<file path="config.mk">
export PLATFORM = sky130hd
export DESIGN_NAME = copyTop
export DESIGN_NICKNAME = d
export VERILOG_FILES = /design/src/design/memBusPkg.sv /design/src/design/vramGeomPkg.sv /design/src/design/memCmdIf.sv /design/src/design/copyTop.sv /design/src/design/copySequencer.sv /design/src/design/blockFetcher.sv /design/src/design/windowRotator.sv /design/src/design/edgeMaskGen.sv
export VERILOG_INCLUDE_DIRS = /design/src /design/src/design
export SDC_FILE = /design/constraint.sdc
export NUM_CORES = 2
export LEC_CHECK = 0
export ABC_AREA = 1
export BUFFER_PORTS_ARGS = -buffer_cell sky130_fd_sc_hd__buf_2
export CORE_ASPECT_RATIO = 1.25
export CORE_MARGIN = 3
export CORE_UTILIZATION = 40
export CTS_CLUSTER_DIAMETER = 40
export DETAILED_ROUTE_END_ITERATION = 8
export SYNTH_ARGS = -nofsm -noshare
export SYNTH_HDL_FRONTEND = slang
export SYNTH_SLANG_ARGS = --single-unit
</file>
<file path="constraint.sdc">
create_clock -name i_clk -period 23.2 [get_ports i_clk]
set_input_delay 1.16 -clock i_clk [delete_from_list [all_inputs] [get_ports i_clk]]
set_output_delay 1.16 -clock i_clk [all_outputs]
set_load 0.02 [all_outputs]
</file>
<file path="src/design/copy_params.svh">
// Geometry constants for the VRAM copy engine
// Included by the packages and by any module that slices pixel or block fields

`ifndef COPY_PARAMS_SVH
`define COPY_PARAMS_SVH

// ----------------------------------------
// Memory block layout
// ----------------------------------------

// Pixels moved by one memory access
`define PIXELS_PER_BLOCK 16

// Pixel index inside a block
`define BLOCK_IDX_BITS 4

// Data width of one block, 16 bits per pixel
`define BLOCK_BITS 256

// ----------------------------------------
// Video memory size
// ----------------------------------------

`define VRAM_WIDTH 1024  // Pixels per line
`define VRAM_HEIGHT 512  // Lines

`endif
</file>
<file path="src/design/memBusPkg.sv">
// Types of the block memory port
// Shared by the sequencer, the fetcher and the top level

`include "copy_params.svh"

package memBusPkg;

	// Line in the high bits, block column in the low bits
	typedef logic [$clog2(`VRAM_HEIGHT) + $clog2(`VRAM_WIDTH / `PIXELS_PER_BLOCK)-1:0] memAdr_t;

	// One write enable per pixel of a block
	typedef logic [`PIXELS_PER_BLOCK-1:0] pixMask_t;

	typedef enum logic [1:0] {
		CMD_IDLE  = 2'd0,
		CMD_READ  = 2'd1,
		CMD_WRITE = 2'd2
	} memCmd_e;

endpackage

</file>
<file path="src/design/vramGeomPkg.sv">
// Pixel, block and coordinate types for the video memory
// Imported by every module that handles pixels or rectangle geometry

`include "copy_params.svh"

package vramGeomPkg;

	// One 16-bit pixel, mask bit on top
	typedef struct packed {
		logic        maskBit;
		logic [14:0] color;
	} pixel_t;

	// Pixel 0 sits in the low bits
	typedef pixel_t [`PIXELS_PER_BLOCK-1:0] block_t;

	// ----------------------------------------
	// Coordinates and sizes
	// ----------------------------------------
	typedef logic [$clog2(`VRAM_WIDTH)-1:0] vramX_t;
	typedef logic [$clog2(`VRAM_HEIGHT)-1:0] vramY_t;
	typedef logic [$clog2(`VRAM_WIDTH / `PIXELS_PER_BLOCK)-1:0] blockX_t;
	typedef logic [$clog2(`VRAM_WIDTH):0] sizeW_t;   // 1 to 1024
	typedef logic [$clog2(`VRAM_HEIGHT):0] sizeH_t;  // 1 to 512

	// Window rotation applied to the two read banks
	typedef struct packed {
		logic                       bank;    // Swap the banks first
		logic [`BLOCK_IDX_BITS-1:0] offset;  // First pixel taken
	} shift_t;

endpackage

</file>
<file path="src/design/memCmdIf.sv">
// Command path between the copy sequencer and the block fetcher
// The fetcher pulses accepted when the memory port takes the command

interface memCmdIf import memBusPkg::*; ();

	memCmd_e  cmd;        // Requested access
	memAdr_t  adr;        // Block address
	pixMask_t writeMask;  // Pixel enables of a write
	logic     bank;       // Bank that a read fills
	logic     accepted;   // One cycle, command taken

	// ----------------------------------------
	// Sequencer side
	// ----------------------------------------
	modport seq (
		output cmd,
		output adr,
		output writeMask,
		output bank,
		input  accepted
	);

	// ----------------------------------------
	// Fetcher side
	// ----------------------------------------
	modport fetch (
		input  cmd,
		input  adr,
		input  writeMask,
		input  bank,
		output accepted
	);

endinterface

</file>
<file path="src/design/copyTop.sv">
// Top level of the VRAM-to-VRAM rectangle copy engine
// Copy setup and start handshake in, block memory port out

`include "copy_params.svh"

module copyTop import vramGeomPkg::*, memBusPkg::*; (
	input  logic                   i_clk,
	input  logic                   i_rst,

	// Copy setup, stable while i_copyReq is high
	input  vramX_t                 i_srcX,
	input  vramY_t                 i_srcY,
	input  vramX_t                 i_dstX,
	input  vramY_t                 i_dstY,
	input  sizeW_t                 i_sizeW,
	input  sizeH_t                 i_sizeH,
	input  logic                   i_forceMask,

	// Four-phase start handshake
	input  logic                   i_copyReq,
	output logic                   o_copyAck,

	// ----------------------------------------
	// Memory port
	// ----------------------------------------
	output logic                   o_command,
	output logic                   o_write,
	output memAdr_t                o_adr,
	output pixMask_t               o_writeMask,
	output block_t                 o_dataOut,
	input  logic                   i_busy,
	input  logic [`BLOCK_BITS-1:0] i_dataIn,
	input  logic                   i_dataInValid
);

	shift_t       shift;
	block_t [1:0] window;

	memCmdIf cmdBus ();

	copySequencer sequencer (
		.i_clk     (i_clk),
		.i_rst     (i_rst),
		.i_copyReq (i_copyReq),
		.o_copyAck (o_copyAck),
		.i_srcX    (i_srcX),
		.i_srcY    (i_srcY),
		.i_dstX    (i_dstX),
		.i_dstY    (i_dstY),
		.i_sizeW   (i_sizeW),
		.i_sizeH   (i_sizeH),
		.o_shift   (shift),
		.mem       (cmdBus.seq)
	);

	blockFetcher fetcher (
		.i_clk         (i_clk),
		.i_rst         (i_rst),
		.mem           (cmdBus.fetch),
		.o_command     (o_command),
		.o_write       (o_write),
		.o_adr         (o_adr),
		.o_writeMask   (o_writeMask),
		.i_busy        (i_busy),
		.i_dataIn      (i_dataIn),
		.i_dataInValid (i_dataInValid),
		.o_window      (window)
	);

	// Write data follows the current window and shift
	windowRotator rotator (
		.i_window    (window),
		.i_shift     (shift),
		.i_forceMask (i_forceMask),
		.o_block     (o_dataOut)
	);

endmodule

</file>
<file path="src/design/copySequencer.sv">
// Copy FSM for left-to-right VRAM rectangle copies
// Issues source reads and masked destination writes one block at a time

`include "copy_params.svh"

module copySequencer import vramGeomPkg::*, memBusPkg::*; (
	input  logic   i_clk,
	input  logic   i_rst,
	input  logic   i_copyReq,
	output logic   o_copyAck,
	input  vramX_t i_srcX,
	input  vramY_t i_srcY,
	input  vramX_t i_dstX,
	input  vramY_t i_dstY,
	input  sizeW_t i_sizeW,
	input  sizeH_t i_sizeH,
	output shift_t o_shift,
	memCmdIf.seq   mem
);

	localparam int CntBits = $bits(sizeW_t) - `BLOCK_IDX_BITS;  // Up to 65 blocks per line

	typedef enum logic [3:0] {
		S_IDLE, S_START_LINE, S_READ1, S_READ2, S_WRITE,
		S_READ, S_TAIL_W2, S_TAIL_W3, S_END_LINE, S_ACK
	} state_e;

	state_e               state;
	state_e               lineDone;
	vramX_t               srcX, dstX;
	vramY_t               srcY, dstY;
	sizeW_t               sizeW;
	sizeH_t               sizeH;
	sizeH_t               lineCnt;
	logic [CntBits-1:0]   srcCnt, dstCnt;
	logic                 fillBank;

	logic [`BLOCK_IDX_BITS-1:0] pixOffset;
	logic                 dblLoad, performSwitch;
	sizeW_t               srcEnd, dstEnd;
	logic                 isLastSrc, isLastDst, isLastLine;

	// ----------------------------------------
	// Line geometry
	// ----------------------------------------
	assign pixOffset     = srcX[`BLOCK_IDX_BITS-1:0] - dstX[`BLOCK_IDX_BITS-1:0];
	assign dblLoad       = dstX[`BLOCK_IDX_BITS-1:0] < srcX[`BLOCK_IDX_BITS-1:0];
	assign performSwitch = |pixOffset;  // Aligned copy stays in bank 0

	assign srcEnd = sizeW + sizeW_t'(srcX[`BLOCK_IDX_BITS-1:0]) - sizeW_t'(1);
	assign dstEnd = sizeW + sizeW_t'(dstX[`BLOCK_IDX_BITS-1:0]) - sizeW_t'(1);

	// Block count minus one of each side
	assign isLastSrc  = (srcCnt == srcEnd[$bits(sizeW_t)-1:`BLOCK_IDX_BITS]);
	assign isLastDst  = (dstCnt == dstEnd[$bits(sizeW_t)-1:`BLOCK_IDX_BITS]);
	assign isLastLine = (lineCnt == sizeH - sizeH_t'(1));
	assign lineDone   = isLastLine ? S_ACK : S_END_LINE;

	always_comb begin
		case (state)
			S_READ1, S_READ2, S_READ: mem.cmd = CMD_READ;
			S_WRITE, S_TAIL_W2, S_TAIL_W3: mem.cmd = CMD_WRITE;
			default: mem.cmd = CMD_IDLE;
		endcase
	end

	// Columns and lines wrap around the VRAM
	assign mem.adr = (mem.cmd == CMD_WRITE) ?
		{dstY + vramY_t'(lineCnt), blockX_t'(dstX >> `BLOCK_IDX_BITS) + blockX_t'(dstCnt)} :
		{srcY + vramY_t'(lineCnt), blockX_t'(srcX >> `BLOCK_IDX_BITS) + blockX_t'(srcCnt)};
	assign mem.bank = fillBank;

	edgeMaskGen edgeMask (
		.i_dstX     (dstX),
		.i_sizeW    (sizeW),
		.i_blockIdx (blockX_t'(dstCnt)),
		.o_mask     (mem.writeMask)
	);

	// Fill bank points at the older block once the reads are in
	assign o_shift   = '{bank: fillBank, offset: pixOffset};
	assign o_copyAck = (state == S_ACK);

	// Setup held for the whole copy
	always_ff @(posedge i_clk) begin
		if (state == S_IDLE && i_copyReq) begin
			srcX  <= i_srcX;
			srcY  <= i_srcY;
			dstX  <= i_dstX;
			dstY  <= i_dstY;
			sizeW <= i_sizeW;
			sizeH <= i_sizeH;
		end
	end

	// ----------------------------------------
	// State, counters and bank control
	// ----------------------------------------
	always_ff @(posedge i_clk) begin
		if (i_rst) begin
			state    <= S_IDLE;
			lineCnt  <= '0;
			srcCnt   <= '0;
			dstCnt   <= '0;
			fillBank <= 1'b0;
		end else begin
			case (state)
				S_IDLE: begin
					lineCnt <= '0;
					if (i_copyReq)
						state <= S_START_LINE;
				end
				S_START_LINE: begin
					srcCnt   <= '0;
					dstCnt   <= '0;
					fillBank <= 1'b0;
					state    <= S_READ1;
				end
				S_READ1: begin
					if (mem.accepted) begin
						srcCnt <= srcCnt + 1'b1;
						// Lone block of a double load stays where the write expects it
						fillBank <= fillBank ^ (performSwitch && !(dblLoad && isLastSrc));
						if (isLastSrc)
							state <= S_TAIL_W2;
						else if (dblLoad)
							state <= S_READ2;
						else
							state <= S_WRITE;
					end
				end
				S_READ2, S_READ: begin
					if (mem.accepted) begin
						srcCnt   <= srcCnt + 1'b1;
						fillBank <= fillBank ^ performSwitch;
						state    <= isLastSrc ? S_TAIL_W2 : S_WRITE;
					end
				end
				S_WRITE: begin
					if (mem.accepted) begin
						dstCnt <= dstCnt + 1'b1;
						state  <= S_READ;
					end
				end
				S_TAIL_W2: begin
					if (mem.accepted) begin
						dstCnt   <= dstCnt + 1'b1;
						fillBank <= fillBank ^ performSwitch;  // Last block moves to the low half
						state    <= isLastDst ? lineDone : S_TAIL_W3;
					end
				end
				S_TAIL_W3: begin
					if (mem.accepted)
						state <= lineDone;
				end
				S_END_LINE: begin
					lineCnt <= lineCnt + 1'b1;
					state   <= S_START_LINE;
				end
				S_ACK: begin
					if (!i_copyReq)
						state <= S_IDLE;
				end
				default: state <= S_IDLE;
			endcase
		end
	end

endmodule

</file>
<file path="src/design/blockFetcher.sv">
// Memory port side of the copy engine
// Holds back commands while a read is in flight and fills the two-bank read cache

`include "copy_params.svh"

module blockFetcher import vramGeomPkg::*, memBusPkg::*; (
	input  logic                   i_clk,
	input  logic                   i_rst,
	memCmdIf.fetch                 mem,

	// Memory port
	output logic                   o_command,
	output logic                   o_write,
	output memAdr_t                o_adr,
	output pixMask_t               o_writeMask,
	input  logic                   i_busy,
	input  logic [`BLOCK_BITS-1:0] i_dataIn,
	input  logic                   i_dataInValid,

	// Read cache, bank 0 in the low half
	output block_t [1:0]           o_window
);

	logic readPending;  // One read outstanding at most
	logic pendingBank;
	logic readAccept;

	// ----------------------------------------
	// Command handshake
	// ----------------------------------------
	assign o_command   = (mem.cmd != CMD_IDLE) && !readPending;
	assign o_write     = (mem.cmd == CMD_WRITE);
	assign o_adr       = mem.adr;
	assign o_writeMask = mem.writeMask;

	assign mem.accepted = o_command && !i_busy;
	assign readAccept   = mem.accepted && (mem.cmd == CMD_READ);

	always_ff @(posedge i_clk) begin
		if (i_rst)
			readPending <= 1'b0;
		else if (readAccept)
			readPending <= 1'b1;
		else if (i_dataInValid)
			readPending <= 1'b0;  // Next command goes out with the bank updated
	end

	// ----------------------------------------
	// Read cache
	// ----------------------------------------
	always_ff @(posedge i_clk) begin
		if (readAccept)
			pendingBank <= mem.bank;  // Where the returning block lands
		if (readPending && i_dataInValid)
			o_window[pendingBank] <= i_dataIn;
	end

endmodule

</file>
<file path="src/design/windowRotator.sv">
// Picks the 16 destination-aligned pixels out of the two-bank window
// Also forces the mask bit of every written pixel when asked

`include "copy_params.svh"

module windowRotator import vramGeomPkg::*; (
	input  block_t [1:0] i_window,
	input  shift_t       i_shift,
	input  logic         i_forceMask,
	output block_t       o_block
);

	always_comb begin
		pixel_t [2*`PIXELS_PER_BLOCK-1:0] win;
		logic [`BLOCK_IDX_BITS:0]         selIdx;
		pixel_t                           pix;

		// Older block goes to the low half
		win = i_shift.bank ? {i_window[0], i_window[1]} : i_window;

		for (int p = 0; p < `PIXELS_PER_BLOCK; p++) begin
			selIdx      = {1'b0, p[`BLOCK_IDX_BITS-1:0]} + {1'b0, i_shift.offset};
			pix         = win[selIdx];
			pix.maskBit = pix.maskBit | i_forceMask;  // Bit 15 set on request
			o_block[p]  = pix;
		end
	end

endmodule

</file>
<file path="src/design/edgeMaskGen.sv">
// Write mask of one destination block
// Enables only the pixels that fall inside [x1, x1+W) of the current line

`include "copy_params.svh"

module edgeMaskGen import vramGeomPkg::*, memBusPkg::*; (
	input  vramX_t   i_dstX,
	input  sizeW_t   i_sizeW,
	input  blockX_t  i_blockIdx,  // Block count from the line start
	output pixMask_t o_mask
);

	sizeW_t                     endPos;
	logic [`BLOCK_IDX_BITS-1:0] firstPix;
	logic [`BLOCK_IDX_BITS-1:0] lastPix;
	logic                       isFirst;
	logic                       isLast;

	// Last pixel relative to the first destination block
	assign endPos   = sizeW_t'(i_dstX[`BLOCK_IDX_BITS-1:0]) + i_sizeW - sizeW_t'(1);
	assign firstPix = i_dstX[`BLOCK_IDX_BITS-1:0];
	assign lastPix  = endPos[`BLOCK_IDX_BITS-1:0];

	assign isFirst = (i_blockIdx == '0);
	assign isLast  = (i_blockIdx == blockX_t'(endPos >> `BLOCK_IDX_BITS));

	// Single block lines get both edges
	always_comb begin
		logic [`BLOCK_IDX_BITS-1:0] pixIdx;
		for (int p = 0; p < `PIXELS_PER_BLOCK; p++) begin
			pixIdx    = p[`BLOCK_IDX_BITS-1:0];
			o_mask[p] = (!isFirst || (pixIdx >= firstPix)) &&
				(!isLast || (pixIdx <= lastPix));
		end
	end

endmodule

</file>
# [Word level (Yosys, flattened, before mapping)]
# Cells that the tools add are included.
[word_totals] output_inout_bits=290 ram_bits=0 rom_bits=0 mem_count=0 reg_bits=602 latch_bits=0 in_bits=321 wordCells=339
[op_classes] bitwise_logic=18 n_shift=0 n_reduce_logical=79 mux=61 div_mod_pow=0 addsub=28 n_mul=0 eq_ne=25 magnitude_cmp=51
[op_table] operator="binary-select mux 16 bit (select 5 bit)" n=15
[op_table] operator="bitwise mux 512 bit" n=1
[op_table] operator="2-to-1 mux 512 bit" n=1
[op_table] operator="demux 256 bit (select 1 bit)" n=1
[op_table] operator="2-to-1 mux 16 bit" n=16
[op_table] operator="2-to-1 mux 256 bit" n=1
[op_table] operator="less-than comparator 5 x 6 -> 1 bit, second input constant" n=15
[op_table] operator="binary-select mux 16 bit (select 4 bit)" n=1
[op_table] operator="adder 4 x 4 -> 5 bit, first input constant" n=8
[op_table] operator="2-to-1 mux 4 bit" n=9
[op_table] operator="case mux 4 bit (9 select lines)" n=1
[op_table] operator=">= comparator 4 bit, first input constant" n=8
[op_table] operator="less-or-equal comparator 4 bit, first input constant" n=8
[op_table] operator="logical OR 1 bit" n=32
[op_table] operator="case mux 7 bit (2 select lines)" n=2
[op_table] operator="logical AND 1 bit" n=24
[op_table] operator="adder 11 x 4 -> 11 bit" n=2
[op_table] operator="subtractor 11 x 1 -> 11 bit, second input constant" n=2
[op_table] operator="adder 3 x 4 -> 5 bit, first input constant" n=4
[op_table] operator="case mux 10 bit (2 select lines)" n=1
[op_table] operator="adder 9 bit" n=2
[op_table] operator="equality test 4 x 3 -> 1 bit, second input constant" n=4
[op_table] operator=">= comparator 3 x 4 -> 1 bit, first input constant" n=4
[op_table] operator="less-or-equal comparator 3 x 4 -> 1 bit, first input constant" n=4
[op_table] operator="other kinds (45)" n=96

# [Depth between registers and ports, before layout]
[logic_depth] word_depth=9 depth_mapped=20 ltp_nobuf=20

# [By module]
# Synthesis repeated with hierarchy kept, for this count alone.
[hier_totals] hier_cells=8325 area_unflattened_um2=53721.5
[by_module_without_submodules] mod="windowRotator" area_each_um2=31173.6 cells_per_inst=6838 instances=1 seq_area_each_um2=0.0
[by_module_without_submodules] mod="blockFetcher" area_each_um2=15735.1 cells_per_inst=559 instances=1 seq_area_each_um2=15424.8
[by_module_without_submodules] mod="copySequencer" area_each_um2=5746.8 cells_per_inst=711 instances=1 seq_area_each_um2=2352.3
[by_module_without_submodules] mod="edgeMaskGen" area_each_um2=1066.0 cells_per_inst=217 instances=1 seq_area_each_um2=0.0

# [Worst setup path before layout]
# OpenSTA, ideal clock, no wires.
[synth_timing] kind="in2reg" start="in i_dataInValid" end="reg fetcher.o_window[0] (netlist bit), enable pin" setup_slack_ps=3617 setup_time_ps=1189 path_stages=2 n_path_buf=0 arrival_time_ps=18395 required_ps=22011 cell_sequence="inv_1 > nor3_1"
[synth_between] elab_chain_len=1
[synth_rtl] element="start: declaration" line="copyTop.sv:33" rtl="input logic i_dataInValid"
[synth_rtl] element="logical AND 1 bit" line="blockFetcher.sv:54" rtl="if (readPending && i_dataInValid)"
[synth_rtl] element="end signal: indexed assignment" line="blockFetcher.sv:55" rtl="o_window[pendingBank] <= i_dataIn;"
[synth_rtl] element="end: declaration" line="blockFetcher.sv:21" rtl="output block_t [1:0] o_window"
# No other way between the ends.
# A chain may end at the register's enable or synchronous reset.

==> results.yml <==
synthesis:
  synth_cell_type_count: 60
  syn-num-nets: 8091
  synth_compound_gate_area_share_pct: 23.4
  share_of_synthesized_registers_carrying_an_async_set_or_reset_pct: 0
  synth_top_area_cell: "sky130_fd_sc_hd__edfxtp_1"
  synth_xor_xnor_area_share_pct: 0.947
  synth-seq-cells: 602
  yosysMostFrequentCell: "sky130_fd_sc_hd__nand2_1"
  synth_cells: 7707
  dominantRegCellSynth: "sky130_fd_sc_hd__edfxtp_1"
  synth.area.top_cells: "sky130_fd_sc_hd__edfxtp_1 34%, sky130_fd_sc_hd__nand2_1 21%, sky130_fd_sc_hd__o21ai_0 12%"
  post_synth_edffs: 572
  post_synth_instance_area_um2: 50600
  synth_top_family_by_area: "simple AND/OR/NAND/NOR gates"
  muxShareOfSynthArea_pct: 1.32
  sequential_to_total_area_share_from_yosys_stat_pct: 35.1
  syn_avg_cell_area_um2: 6.57
  yosys.area_share.adder_pct: 1.63
  post-synth-top-area-fraction_pct: 33.9
  synth-warning-count: 0
  netlist_top_cells_count: "2791 x sky130_fd_sc_hd__nand2_1, 1191 x sky130_fd_sc_hd__o21ai_0, 572 x sky130_fd_sc_hd__edfxtp_1"
  synth_area_in_simple_gates_pct: 29.8
grt:
  grt_usage_pct: 42.3
  grt.overflow.total: 0
  vias_in_the_first_global_route: 49800
  antenna_found_initial: 59
  grt_max_degree: 247
  grt_first_pass_wirelength_um: 383000
sta:
  fin_crit_share_pct: 34.5
  max_slew.worst_pin.slew_ns: 1.47
  drv_slew: 0
  unrepaired_setup_endpoints_after_global_routing: "false"
  report.final.hold_viol_count: 0
  timing.setup.tns_ns: 0
  relSlewSlack_pct: 0.770
  finalWorstPathRequiredPeriod_ns: 8.00
  setup-violations-final: 0
  achievable-frequency_mhz: 125
  fin_skew_ns: 0.0685
status:
  status: "finished with violations"
  failing_checks: "max-capacitance violations"
routing:
  routed_wirelength_um: 287000
  post_route_drc: 0
  vias: 57100
  dr.pass1.iters: 7
  detail_route.wl_per_cell_um: 29.5
  detail_route.vias_per_cell: 5.87
  drt_iter0_drc: 8133
  drtAntennaViolNets: 0
clock_tree:
  clkLatencyLatePin_ns: 0.74
  clock_sinks: 602
  ctsResizeCount: 0
  cts.root.buffer_cell: "sky130_fd_sc_hd__clkbuf_16"
  cts-hold-fix-buffers: 0
  cts-htree-levels: 3
  cts-buffers-inserted: 91
  post_cts_setup_bufs: 0
  clock_tree.buffer_depth: 3
  clk_pin_slew_worst_paths_ns: 0.06
  cts_tree: "done"
critical_path:
  regToRegEndpoint: "sequencer.mem.bank$_SDFFE_PP0P_"
  worst_r2r_path_depth: 16
  end_kind: "primary output"
  critical_path.reg2reg.startpoint: "sequencer.srcX[0]$_DFFE_PP_"
  timing.critical_path.from_type: "register"
  critical_path.max_fanout: 78
  r2r_setup_slack_ns: 18.15
  setup.worst_path.end: "o_dataOut[120]"
  critical_path_arrival_ns: 6.84
  timing.setup.critical_path_class: "reg -> out"
  required_time_worst_endpoint_ns: 22.04
  crit_path_start: "sequencer.srcX[0]$_DFFE_PP_"
layout:
  post_route_cells_drive_above_1_share_pct: 12.0
  n_fill_cell: 12700
  layout.nets: 8320
  area.growth.synth_to_final_pct: 13.8
hold_path:
  hold_path_class: "reg -> reg"
floorplan:
  die_h_um: 404
  core_area_um2: 125000
  row_count: 145
  floorplan.io_pins: 611
  die_w_um: 324
  floorplan.die_area_um2: 131000
  floorplan.initialDensity_pct: 40.4
placement:
  number_of_port_buffers: 610
  dp_hpwl_um: 235000
  place_congestion: 1.08
job:
  cap_violations: 1
registers in the layout (all words and copies together), names as in the netlist, 7 cells and up:
register / flops
sequencer.dstX: 10
sequencer.srcY: 9
sequencer.sizeW: 11
sequencer.sizeH: 10
sequencer.dstCnt: 7
sequencer.srcX: 10
sequencer.srcCnt: 7
sequencer.dstY: 9
sequencer.lineCnt: 10
fetcher.o_window: 512
cells by family after synthesis:
family / Yosys count
AOI/OAI and AO/OA: 2178
xor gates and xnor gates: 50
adders and majority gates: 63
buffers and inverters: 973
DFF: 602
muxes: 67
and+or+nand+nor: 3774
critical path, stage by stage (launching register included):
cell and delay [ns]:
sky130_fd_sc_hd__edfxtp_1 0.40, sky130_fd_sc_hd__inv_1 0.13, sky130_fd_sc_hd__ha_4 0.14, sky130_fd_sc_hd__inv_1 0.05
sky130_fd_sc_hd__fa_4 0.42, sky130_fd_sc_hd__nand2_1 0.09, sky130_fd_sc_hd__inv_2 0.06, sky130_fd_sc_hd__nor2_8 0.09
sky130_fd_sc_hd__buf_4 0.61, sky130_fd_sc_hd__clkinv_2 0.76, sky130_fd_sc_hd__buf_4 0.62, sky130_fd_sc_hd__ha_1 0.37
sky130_fd_sc_hd__a21oi_2 0.74, sky130_fd_sc_hd__clkinv_1 0.85, sky130_fd_sc_hd__a21oi_1 0.34, sky130_fd_sc_hd__a22o_1 0.21
sky130_fd_sc_hd__buf_2 0.18
routing by layer:
layer	up-vias	track usage [%]	wire, um
li1	26500	-	-
met1	26800	51.0	106000
met2	3140	64.6	125000
met3	665	10.3	28700
met4	32	33.0	27000
met5	-	0	207
how the worst min path moves through the flow:
stage / start / end / slack (ns) / cells past startpoint
5_1_grt: fetcher.readPending$_SDFFE_PP0P_ / fetcher.readPending$_SDFFE_PP0P_ / 0.55 / 2
2_1_floorplan: sequencer.mem.bank$_SDFFE_PP0P_ / fetcher.pendingBank$_DFFE_PP_ / 0.43 / 0
6_report: fetcher.readPending$_SDFFE_PP0P_ / fetcher.readPending$_SDFFE_PP0P_ / 0.52 / 2
3_5_place_dp: fetcher.readPending$_SDFFE_PP0P_ / fetcher.readPending$_SDFFE_PP0P_ / 0.51 / 2
4_1_cts: fetcher.readPending$_SDFFE_PP0P_ / fetcher.readPending$_SDFFE_PP0P_ / 0.52 / 2
3_3_place_gp: fetcher.readPending$_SDFFE_PP0P_ / fetcher.readPending$_SDFFE_PP0P_ / 0.49 / 2
metrics by stage:
stage                     util [%]  cells  worst slack [ns]  instance area, um2  hold slack (ns)
final                         46.0   9735             15.20               57600            0.515
after global routing          45.9   9703             14.91               57500            0.552
after CTS                     45.9   9702             15.31               57500            0.519
after detailed placement      43.4   9533             16.04               54400            0.511
after global placement        43.4   9533             16.04               54400            0.487
after floorplan                  -   7707              3.62               50600            0.430
layout by cell type (no fill, tap or decap), types with 33 or more instances in the layout:
cell type                      n
sky130_fd_sc_hd__a21oi_1     366
sky130_fd_sc_hd__and2_1       38
sky130_fd_sc_hd__buf_2       610
sky130_fd_sc_hd__buf_4        99
sky130_fd_sc_hd__clkbuf_16    91
sky130_fd_sc_hd__diode_2      33
sky130_fd_sc_hd__edfxtp_1    572
sky130_fd_sc_hd__ha_1         54
sky130_fd_sc_hd__inv_1       374
sky130_fd_sc_hd__mux2i_1      67
sky130_fd_sc_hd__nand2_1    2791
sky130_fd_sc_hd__nand3_1     461
sky130_fd_sc_hd__nor2_1      403
sky130_fd_sc_hd__o211ai_1     64
sky130_fd_sc_hd__o21ai_0    1183
sky130_fd_sc_hd__o21ai_1     351
sky130_fd_sc_hd__o22a_1       95
final cells by class:
cell class              count  area, um2  share of cell area (%)
flip-flops and latches    602      17800                    30.9
well taps                1690       2110                    3.67
clock inverters            70        865                    1.50
inverters                 396       1530                    2.65
multi-input cells        6132      29100                    50.4
repair buffers            713       3880                    6.73
diodes                     33       82.6                   0.143
clock buffers              99       2310                    4.00
Power is left out: the tool's default activity adds up to more than one toggle a clock period on the data nets, which glitch-free logic cannot reach.
